## src/common/axi_chan_pkg.sv

```systemverilog
package axi_chan_pkg;

    // Address and data bus widths
    localparam int ADDR_W = 16;
    localparam int DATA_W = 16;

    // Burst length field carries the beat count minus one
    localparam int LEN_W = 4;

    // Encoded field widths of burst type and response code
    localparam int BURST_W = 2;
    localparam int RESP_W  = 2;

    // Burst type as carried on AW and AR
    typedef enum logic [BURST_W-1:0] {
        BURST_FIXED = 2'b00,
        BURST_INCR  = 2'b01,
        BURST_WRAP  = 2'b10
    } axi_burst_e;

    // Response code as carried on B and R
    typedef enum logic [RESP_W-1:0] {
        RESP_OKAY   = 2'b00,
        RESP_EXOKAY = 2'b01,
        RESP_SLVERR = 2'b10,
        RESP_DECERR = 2'b11
    } axi_resp_e;

endpackage

```

## src/common/id_remap_pkg.sv

```systemverilog
package id_remap_pkg;

    // Transaction ID width seen by the managers
    localparam int ID_IN_W = 6;

    // Compact ID width handed to the subordinate
    localparam int ID_OUT_W = 2;

    // Outstanding transactions per direction
    localparam int TABLE_SIZE = 4;

    // Slot index width, equal to ID_OUT_W for a fully used ID space
    localparam int IDX_W = $clog2(TABLE_SIZE);

endpackage

```

## src/id_remap/id_remap_ctrl.sv

```systemverilog
`timescale 1ns/100ps

module id_remap_ctrl (
    input  logic clk_i,
    input  logic rst_ni,

    // Write address and write response handshakes
    input  logic aw_valid_i,
    input  logic aw_ready_dn_i,
    input  logic b_valid_dn_i,
    input  logic b_ready_i,

    // Read address and read data handshakes
    input  logic ar_valid_i,
    input  logic ar_ready_dn_i,
    input  logic r_valid_dn_i,
    input  logic r_ready_i,
    input  logic r_last_dn_i,

    // Occupancy flags from the two remap tables
    input  logic aw_full_i,
    input  logic aw_empty_i,
    input  logic ar_full_i,
    input  logic ar_empty_i,

    output logic aw_ready_o,
    output logic aw_valid_dn_o,
    output logic b_valid_o,
    output logic b_ready_dn_o,
    output logic ar_ready_o,
    output logic ar_valid_dn_o,
    output logic r_valid_o,
    output logic r_ready_dn_o,

    // Table update strobes
    output logic aw_alloc_o,
    output logic b_release_o,
    output logic ar_alloc_o,
    output logic r_release_o
);

    logic aw_valid_gated;
    logic b_valid_gated;
    logic ar_valid_gated;
    logic r_valid_gated;

    // A full table holds off new requests on both sides
    assign aw_valid_gated = aw_valid_i & ~aw_full_i;
    assign ar_valid_gated = ar_valid_i & ~ar_full_i;

    assign aw_valid_dn_o = aw_valid_gated;
    assign aw_ready_o    = aw_ready_dn_i & ~aw_full_i;
    assign ar_valid_dn_o = ar_valid_gated;
    assign ar_ready_o    = ar_ready_dn_i & ~ar_full_i;

    // Responses are only meaningful while something is outstanding
    assign b_valid_gated = b_valid_dn_i & ~aw_empty_i;
    assign r_valid_gated = r_valid_dn_i & ~ar_empty_i;

    assign b_valid_o    = b_valid_gated;
    assign b_ready_dn_o = b_ready_i & ~aw_empty_i;
    assign r_valid_o    = r_valid_gated;
    assign r_ready_dn_o = r_ready_i & ~ar_empty_i;

    // Completed transfers turn into table updates
    assign aw_alloc_o  = aw_valid_gated & aw_ready_dn_i;
    assign ar_alloc_o  = ar_valid_gated & ar_ready_dn_i;
    assign b_release_o = b_valid_gated & b_ready_i;

    // A read slot stays busy until its final beat
    assign r_release_o = r_valid_gated & r_ready_i & r_last_dn_i;

endmodule

```

## src/id_remap/id_remap_table.sv

```systemverilog
`timescale 1ns/100ps

module id_remap_table (
    input  logic                              clk_i,
    input  logic                              rst_ni,

    // Allocation side, driven by the request channel
    input  logic                              alloc_i,
    input  logic [id_remap_pkg::ID_IN_W-1:0]  id_i,
    output logic [id_remap_pkg::ID_OUT_W-1:0] id_o,
    output logic                              full_o,

    // Release side, driven by the response channel
    input  logic                              release_i,
    input  logic [id_remap_pkg::ID_OUT_W-1:0] rel_id_i,
    output logic [id_remap_pkg::ID_IN_W-1:0]  rel_id_o,
    output logic                              empty_o
);

    import id_remap_pkg::*;

    logic [TABLE_SIZE-1:0] valid_q;
    logic [ID_IN_W-1:0]    orig_id_q [TABLE_SIZE];
    logic [IDX_W-1:0]      free_idx;
    logic [IDX_W-1:0]      rel_idx;

    // Lowest free slot wins, scanning down so the last hit is the lowest
    always_comb begin
        free_idx = '0;
        for (int i = TABLE_SIZE - 1; i >= 0; i--) begin
            if (!valid_q[i]) begin
                free_idx = IDX_W'(i);
            end
        end
    end

    assign full_o  = &valid_q;
    assign empty_o = ~|valid_q;

    // Downstream ID is the slot number itself
    assign id_o = free_idx;

    assign rel_idx  = rel_id_i;
    assign rel_id_o = orig_id_q[rel_idx];

    // Slot occupancy
    always_ff @(posedge clk_i or negedge rst_ni) begin
        if (!rst_ni) begin
            valid_q <= '0;
        end else begin
            if (alloc_i) begin
                valid_q[free_idx] <= 1'b1;
            end
            if (release_i) begin
                valid_q[rel_idx] <= 1'b0;
            end
        end
    end

    // Original IDs, only read back while the slot is busy
    always_ff @(posedge clk_i) begin
        if (alloc_i) begin
            orig_id_q[free_idx] <= id_i;
        end
    end

endmodule

```

## src/hdl/axi_id_remap_top.sv

```systemverilog
`timescale 1ns/100ps

module axi_id_remap_top (
    input  logic                              clk_i,
    input  logic                              rst_ni,

    // Upstream write address
    input  logic                              aw_valid_i,
    output logic                              aw_ready_o,
    input  logic [id_remap_pkg::ID_IN_W-1:0]  aw_id_i,
    input  logic [axi_chan_pkg::ADDR_W-1:0]   aw_addr_i,
    input  logic [axi_chan_pkg::LEN_W-1:0]    aw_len_i,
    input  axi_chan_pkg::axi_burst_e          aw_burst_i,

    // Upstream write data
    input  logic                              w_valid_i,
    output logic                              w_ready_o,
    input  logic [axi_chan_pkg::DATA_W-1:0]   w_data_i,
    input  logic                              w_last_i,

    // Upstream write response
    output logic                              b_valid_o,
    input  logic                              b_ready_i,
    output logic [id_remap_pkg::ID_IN_W-1:0]  b_id_o,
    output axi_chan_pkg::axi_resp_e           b_resp_o,

    // Upstream read address
    input  logic                              ar_valid_i,
    output logic                              ar_ready_o,
    input  logic [id_remap_pkg::ID_IN_W-1:0]  ar_id_i,
    input  logic [axi_chan_pkg::ADDR_W-1:0]   ar_addr_i,
    input  logic [axi_chan_pkg::LEN_W-1:0]    ar_len_i,
    input  axi_chan_pkg::axi_burst_e          ar_burst_i,

    // Upstream read data
    output logic                              r_valid_o,
    input  logic                              r_ready_i,
    output logic [id_remap_pkg::ID_IN_W-1:0]  r_id_o,
    output logic [axi_chan_pkg::DATA_W-1:0]   r_data_o,
    output axi_chan_pkg::axi_resp_e           r_resp_o,
    output logic                              r_last_o,

    // Downstream write address
    output logic                              aw_valid_dn_o,
    input  logic                              aw_ready_dn_i,
    output logic [id_remap_pkg::ID_OUT_W-1:0] aw_id_dn_o,
    output logic [axi_chan_pkg::ADDR_W-1:0]   aw_addr_dn_o,
    output logic [axi_chan_pkg::LEN_W-1:0]    aw_len_dn_o,
    output axi_chan_pkg::axi_burst_e          aw_burst_dn_o,

    // Downstream write data
    output logic                              w_valid_dn_o,
    input  logic                              w_ready_dn_i,
    output logic [axi_chan_pkg::DATA_W-1:0]   w_data_dn_o,
    output logic                              w_last_dn_o,

    // Downstream write response
    input  logic                              b_valid_dn_i,
    output logic                              b_ready_dn_o,
    input  logic [id_remap_pkg::ID_OUT_W-1:0] b_id_dn_i,
    input  axi_chan_pkg::axi_resp_e           b_resp_dn_i,

    // Downstream read address
    output logic                              ar_valid_dn_o,
    input  logic                              ar_ready_dn_i,
    output logic [id_remap_pkg::ID_OUT_W-1:0] ar_id_dn_o,
    output logic [axi_chan_pkg::ADDR_W-1:0]   ar_addr_dn_o,
    output logic [axi_chan_pkg::LEN_W-1:0]    ar_len_dn_o,
    output axi_chan_pkg::axi_burst_e          ar_burst_dn_o,

    // Downstream read data
    input  logic                              r_valid_dn_i,
    output logic                              r_ready_dn_o,
    input  logic [id_remap_pkg::ID_OUT_W-1:0] r_id_dn_i,
    input  logic [axi_chan_pkg::DATA_W-1:0]   r_data_dn_i,
    input  axi_chan_pkg::axi_resp_e           r_resp_dn_i,
    input  logic                              r_last_dn_i
);

    import axi_chan_pkg::*;
    import id_remap_pkg::*;

    logic aw_full;
    logic aw_empty;
    logic ar_full;
    logic ar_empty;
    logic aw_alloc;
    logic b_release;
    logic ar_alloc;
    logic r_release;

    // Request payloads pass straight through
    assign aw_addr_dn_o  = aw_addr_i;
    assign aw_len_dn_o   = aw_len_i;
    assign aw_burst_dn_o = aw_burst_i;
    assign ar_addr_dn_o  = ar_addr_i;
    assign ar_len_dn_o   = ar_len_i;
    assign ar_burst_dn_o = ar_burst_i;

    // W carries no ID, so the whole channel is untouched
    assign w_valid_dn_o = w_valid_i;
    assign w_ready_o    = w_ready_dn_i;
    assign w_data_dn_o  = w_data_i;
    assign w_last_dn_o  = w_last_i;

    // Response payloads
    assign b_resp_o = b_resp_dn_i;
    assign r_data_o = r_data_dn_i;
    assign r_resp_o = r_resp_dn_i;
    assign r_last_o = r_last_dn_i;

    id_remap_ctrl u_ctrl (
        .clk_i         ( clk_i         ),
        .rst_ni        ( rst_ni        ),
        .aw_valid_i    ( aw_valid_i    ),
        .aw_ready_dn_i ( aw_ready_dn_i ),
        .b_valid_dn_i  ( b_valid_dn_i  ),
        .b_ready_i     ( b_ready_i     ),
        .ar_valid_i    ( ar_valid_i    ),
        .ar_ready_dn_i ( ar_ready_dn_i ),
        .r_valid_dn_i  ( r_valid_dn_i  ),
        .r_ready_i     ( r_ready_i     ),
        .r_last_dn_i   ( r_last_dn_i   ),
        .aw_full_i     ( aw_full       ),
        .aw_empty_i    ( aw_empty      ),
        .ar_full_i     ( ar_full       ),
        .ar_empty_i    ( ar_empty      ),
        .aw_ready_o    ( aw_ready_o    ),
        .aw_valid_dn_o ( aw_valid_dn_o ),
        .b_valid_o     ( b_valid_o     ),
        .b_ready_dn_o  ( b_ready_dn_o  ),
        .ar_ready_o    ( ar_ready_o    ),
        .ar_valid_dn_o ( ar_valid_dn_o ),
        .r_valid_o     ( r_valid_o     ),
        .r_ready_dn_o  ( r_ready_dn_o  ),
        .aw_alloc_o    ( aw_alloc      ),
        .b_release_o   ( b_release     ),
        .ar_alloc_o    ( ar_alloc      ),
        .r_release_o   ( r_release     )
    );

    // Write direction, allocated on AW and freed on B
    id_remap_table u_aw_table (
        .clk_i     ( clk_i      ),
        .rst_ni    ( rst_ni     ),
        .alloc_i   ( aw_alloc   ),
        .id_i      ( aw_id_i    ),
        .id_o      ( aw_id_dn_o ),
        .full_o    ( aw_full    ),
        .release_i ( b_release  ),
        .rel_id_i  ( b_id_dn_i  ),
        .rel_id_o  ( b_id_o     ),
        .empty_o   ( aw_empty   )
    );

    // Read direction, allocated on AR and freed on the last R beat
    id_remap_table u_ar_table (
        .clk_i     ( clk_i      ),
        .rst_ni    ( rst_ni     ),
        .alloc_i   ( ar_alloc   ),
        .id_i      ( ar_id_i    ),
        .id_o      ( ar_id_dn_o ),
        .full_o    ( ar_full    ),
        .release_i ( r_release  ),
        .rel_id_i  ( r_id_dn_i  ),
        .rel_id_o  ( r_id_o     ),
        .empty_o   ( ar_empty   )
    );

endmodule

```

## config.mk

```make
export PLATFORM = sky130hd
export DESIGN_NAME = axi_id_remap_top
export DESIGN_NICKNAME = d
export VERILOG_FILES = /design/src/common/axi_chan_pkg.sv /design/src/common/id_remap_pkg.sv /design/src/id_remap/id_remap_ctrl.sv /design/src/id_remap/id_remap_table.sv /design/src/hdl/axi_id_remap_top.sv
export SDC_FILE = /design/constraint.sdc
export NUM_CORES = 1
export LEC_CHECK = 0
export ABC_AREA = 1
export BUFFER_PORTS_ARGS = -buffer_cell sky130_fd_sc_hd__buf_2
export CORE_MARGIN = 1.5
export CORE_UTILIZATION = 41
export CTS_CLUSTER_SIZE = 25
export DETAILED_ROUTE_END_ITERATION = 7
export GPL_TIMING_DRIVEN = 0
export PLACE_DENSITY = 0.81
export SLEW_MARGIN = 20
export SYNTH_ARGS = -nofsm -noshare
export SYNTH_HDL_FRONTEND = slang
export SYNTH_SLANG_ARGS = --single-unit
```

## constraint.sdc

```tcl
create_clock -name clk_i -period 2.1 [get_ports clk_i]
set_input_delay 0.42 -clock clk_i [delete_from_list [all_inputs] [get_ports clk_i]]
set_output_delay 0.42 -clock clk_i [all_outputs]
set_load 0.01 [all_outputs]
```

# --- Word-level counts from Yosys, hierarchy flattened ---
# Memories as Yosys holds them, arrays and structs flattened.
# Cells that the tools add are included.
totals:
  input_bits: 110
  mem_count: 2
  mem_bits_rw: 48
  wordCells: 65
  output_inout_bits: 108
  reg_bits: 8
  rom_bits: 0
  latch_bits: 0
memory_table:
  columns: ["name", "words", "width", "read_ports", "rd_clocked_by_memory_dff", "write_ports", "line_no", "rtl"]
  rows:
  - ["u_ar_table.orig_id_q", 4, 6, 1, 0, 1, "id_remap_table.sv:23", "logic [ID_IN_W-1:0] orig_id_q [TABLE_SIZE];"]
  - ["u_aw_table.orig_id_q", 4, 6, 1, 0, 1, "id_remap_table.sv:23", null]
op_classes:
  mul: 0
  order_cmp: 8
  n_bitwise: 21
  shifts: 0
  reduce_logical: 8
  n_mux: 24
  addsub: 0
  div_mod_pow: 0
  n_eq_ne: 0
ops:
  columns: ["operator", "n"]
  rows:
  - ["$mux W2", 8]
  - ["$mux W4", 4]
  - ["$and A1 B1 Y1", 13]
  - ["$lt A2 B3 Y1 const B", 4]
  - ["$and A4 B4 Y4", 2]
  - ["$demux W1 S2", 4]
  - ["$ge A2 B1 Y1 const B", 4]
  - ["$mux W1", 8]
  - ["$not A4 Y4", 2]
  - ["$or A4 B4 Y4", 2]
  - ["$reduce_and A4 Y1", 2]
  - ["$reduce_or A4 Y1", 2]
  - ["$logic_and A1 B1 Y1", 4]
  - ["$not A1 Y1", 2]

# --- Longest topological paths before layout ---
logic_depth:
  depth_word: 12
  mapped_depth: 7
  depth_no_buf: 7

# --- Hierarchy ---
# Synthesis repeated with hierarchy kept, for this count alone.
unflattened:
  hier_cells: 287
  hier_area_um2: 2984.1
modules_own_cells:
  columns: ["module", "area_per_inst_um2", "cells_each", "instances"]
  rows:
  - ["id_remap_table at u_aw_table", 1122.3, 92, 1]
  - ["id_remap_table at u_ar_table", 1117.3, 86, 1]
  - ["axi_id_remap_top", 630.6, 84, 1]
  - ["id_remap_ctrl", 113.9, 25, 1]

# --- Worst setup path after synthesis ---
# OpenSTA, ideal clock, no wires.
synth_timing:
  path_type: "register to register"
  start: "register u_ar_table.valid_q[0]"
  end: "memory u_ar_table.orig_id_q[0][0] (enable)"
  t_arrival_ps: 1150
  stages_incl_launch_ff: 6
  slack_ps: 573
  synth_period_minus_slack_ps: 1527
  required_ps: 1723
  setup_time_ps: 377
  cell_sequence: "dfrtp_1 > nand2_2 > inv_2 > nand2_2 > nand3_2 > nor3_1"
synth_via:
  elab_chain_cells: 6
  elab_cells_between_ends: 7
synth_rtl:
  columns: ["item", "line_no", "rtl"]
  rows:
  - ["from (decl)", "id_remap_table.sv:22", "logic [TABLE_SIZE-1:0] valid_q;"]
  - ["from (signal assigned)", "id_remap_table.sv:49", "valid_q <= '0;"]
  - ["from (signal, indexed assignment)", "id_remap_table.sv:52", "valid_q[free_idx] <= 1'b1;"]
  - ["from (signal, indexed assignment)", "id_remap_table.sv:55", "valid_q[rel_idx] <= 1'b0;"]
  - ["$reduce_and A4 Y1", "id_remap_table.sv:37", "assign full_o = &valid_q;"]
  - ["$not A1 Y1", "id_remap_ctrl.sv:49", "assign ar_valid_gated = ar_valid_i & ~ar_full_i;"]
  - ["$and A1 B1 Y1", "id_remap_ctrl.sv:49", null]
  - ["$and A1 B1 Y1", "id_remap_ctrl.sv:67", "assign ar_alloc_o = ar_valid_gated & ar_ready_dn_i;"]
  - ["$mux W1", "id_remap_table.sv:62", "if (alloc_i) begin"]
  - ["$mux W1 (implied by the code)", "id_remap_table.sv:63", "orig_id_q[free_idx] <= id_i;"]
  - ["to (decl)", "id_remap_table.sv:23", null]
# Several ways; a longest one is shown, not always the timed one.

# --- Worst setup path in the final report ---
layout_timing:
  start: "register u_aw_table.valid_q[2]"
  end: "memory u_aw_table.orig_id_q[0][5] (enable)"
layout_via:
  elab_chain_cells: 6
  elab_cells_between_ends: 9
layout_rtl:
  columns: ["item", "line_no", "rtl"]
  rows:
  - ["from (decl)", "id_remap_table.sv:22", null]
  - ["from (signal assigned)", "id_remap_table.sv:49", null]
  - ["from (signal, indexed assignment)", "id_remap_table.sv:52", null]
  - ["from (signal, indexed assignment)", "id_remap_table.sv:55", null]
  - ["$reduce_and A4 Y1", "id_remap_table.sv:37", null]
  - ["$not A1 Y1", "id_remap_ctrl.sv:48", "assign aw_valid_gated = aw_valid_i & ~aw_full_i;"]
  - ["$and A1 B1 Y1", "id_remap_ctrl.sv:48", null]
  - ["$and A1 B1 Y1", "id_remap_ctrl.sv:66", "assign aw_alloc_o = aw_valid_gated & aw_ready_dn_i;"]
  - ["$mux W1", "id_remap_table.sv:62", null]
  - ["$mux W1 (implied by the code)", "id_remap_table.sv:63", null]
  - ["to (decl)", "id_remap_table.sv:23", null]
# Several ways; a longest one is shown, not always the timed one.

==> results_dict.tcl <==
set metrics [dict create \
    status "completed" \
    cts_root_buf "clkbuf_8" \
    overflow 0 \
    rows 31 \
    cts.reportedPaths.clkPinSlew_ns 0.10 \
    arrival_ns 1.81 \
    routedWlPerCell_microns 13.90 \
    antennaDiodeCount 0 \
    clkLatencyLatePin_ns 0.31 \
    yosysWarnings 0 \
    portBuffers 134 \
    cts_tree "done" \
    drv_cap 0 \
    start_util 0.4211 \
    timing_hold_violations_final 0 \
    leakagePower_nw 2.002 \
    ys_seq_area_frac 0.5404 \
    hpwl_mm 6.141 \
    holdPathStages 1 \
    syn_area_per_cell_sq_um 10.19 \
    fill_cells 637 \
    clock_skew_ns 0.01173 \
    slew_violations 0 \
    p_per_area_nw_per_um2 704.6 \
    synthCells 298 \
    routabilityCongestion 0.9309 \
    grt_max_degree 19 \
    dr.first_iter.drc_count 132 \
    ir_worst_vdd_mv 0.4826 \
    worst_setup_path_end_kind "register" \
    avgViaCountPerCell 4.548 \
    fin_crit_ns 1.885 \
    io_pins 218 \
    crit-reg2reg-launch "u_aw_table.valid_q[2]" \
    place_ws_ns 0.07529 \
    worst_r2r_endpoint "u_aw_table.orig_id_q[0][5]" \
    netlist_area_sq_um 3038 \
    synthToLayoutAreaGrowth_pct 29.65 \
    dieArea_sq_um 7935 \
    chipWidth_microns 89.08 \
    rsz0062_at_grt "no" \
    cp-start-kind "register" \
    nets 550 \
    core_sq_um 7214 \
    tns_ns 0 \
    slew_headroom 0.3427 \
    drcViolationCount 0 \
    ys_ff_latch 56 \
    cts_buffer_depth 2 \
    cts_buffers 5 \
    dr.pass1.iters 4 \
    grt_use_total 0.1739 \
    path_class "reg -> reg" \
    wl_mm 7.504 \
    grt_pass1_vias 2211 \
    setup_viol 0 \
    hold_class "in -> reg" \
    min_from "aw_id_i[1]" \
    crit_start "u_aw_table.valid_q[2]" \
    clkSinkCount 56 \
    antenna_found_initial 0 \
    antenna_left 0 \
    worstPathMaxFanout 6 \
    tightest_slew_ns 0.9784 \
    timing.final.crit_share 0.8978 \
    htreeDepth 2 \
    vias 2456 \
    syn-num-nets 408 \
    fp.dieH_microns 89.08 \
    r2r_setup_slack_ns 0.21 \
    required_ns 2.03 \
    r2r_cells 5 \
    timing.fmax_mhz 530.4 \
    grt_pass1_wl_mm 10.32 \
    drive_above_1_share 0.5510 \
    whs_endpoint "u_aw_table.orig_id_q[3][1]" \
    timing.final.ws_setup_ns 0.2147 \
    synth_cell_type_count 22 \
]
## synth_stat cells, drive strengths merged
cell type	n	area (sq um)
a41oi	2	17.52
o31ai	2	20.02
nor3	4	20.02
dfrtp	8	200.2
inv	41	153.9
nand4	6	37.54
o21ai	2	10.01
a22oi	12	90.09
nand3	16	102.6
a21oi	4	20.02
nor2	26	117.6
nand2	43	176.4
edfxtp	48	1441
buf	84	630.6
## metal layers
layer / global-route usage / vias up / routed length, microns
met5: 0 / - / 0
li1: - / 1182 / -
met3: 0.04155 / 11 / 594
met2: 0.2857 / 126 / 3677
met1: 0.2310 / 1137 / 3128
met4: 0.04895 / 0 / 104
## how the worst max path moves through the flow
stage / to / slack [ns] / cells past startpoint
after global placement: u_ar_table.orig_id_q[0][3] / 0.22 / 5
after global routing: u_ar_table.orig_id_q[3][5] / 0.05 / 5
final: u_aw_table.orig_id_q[0][5] / 0.21 / 5
after CTS: u_ar_table.orig_id_q[0][5] / 0.06 / 5
after floorplan: u_ar_table.orig_id_q[0][0] / 0.57 / 5
after detailed placement: u_ar_table.orig_id_q[0][3] / 0.08 / 5
## final cells by class
cell class	count	area, sq um	area share
multi-input cells	117	616.8	0.1566
inverters	41	153.9	0.03907
plain buffers	84	630.6	0.1601
repair buffers	135	680.7	0.1728
flip-flops and latches	56	1642	0.4168
clock inverters	3	22.52	0.005718
clock buffers	5	68.82	0.01747
well taps	99	123.9	0.03145
## logic make-up after synthesis
family	count (synthesis)	share of synthesized area
AOI/OAI and AO/OA	22	0.05190
buffers and inverters	125	0.2582
DFF	56	0.5404
and+or+nand+nor	95	0.1495
## worst max-delay path: stages (launching register included)
cell and delay (ns):
dfrtp_1 0.45, nand2_1 0.11, inv_2 0.05, nand2_4 0.08, nand3_4 0.06, nor3_1 0.75
## state kept, by name, indices dropped and copies added, names as in the netlist
register              flops
u_ar_table.orig_id_q     24
u_ar_table.valid_q        4
u_aw_table.orig_id_q     24
u_aw_table.valid_q        4
## power by group
part	internal, mW	switching [mW]
sequential	1.33	0.0737
clock	0.239	0.345
combinational	0.341	0.448
total	1.91	0.866
## cell usage in the layout, fill, tap and decap left out, types with 3 or more instances in the layout
| cell | instances |
|---|---|
| nand4_1 | 6 |
| nand2_2 | 3 |
| buf_2 | 134 |
| buf_4 | 84 |
| nand3_1 | 13 |
| dfrtp_1 | 8 |
| clkbuf_8 | 5 |
| a21oi_1 | 4 |
| nor2_1 | 22 |
| nor3_1 | 3 |
| edfxtp_1 | 48 |
| inv_2 | 5 |
| a22oi_1 | 12 |
| inv_1 | 36 |
| nand2_1 | 39 |
## per-stage QoR
stage	cell area (sq um)	power, mW	hold slack, ns	instances	util
2_1_floorplan	3038	1.918	0.1244	298	-
3_3_place_gp	3832	2.184	0.2632	531	0.5312
3_5_place_dp	3832	2.214	0.2696	531	0.5312
4_1_cts	3934	2.792	0.3168	540	0.5453
5_1_grt	3939	2.931	0.3141	540	0.5460
6_report	3939	2.775	0.3252	540	0.5460
## what timing repair did
item	CTS	global route
endpoints found under the setup margin	0	6
gates resized for setup	0	1
endpoints found under the hold margin	8	0
setup buffers	0	0
hold buffers	1	0
(Power assumes the default switching activity.)
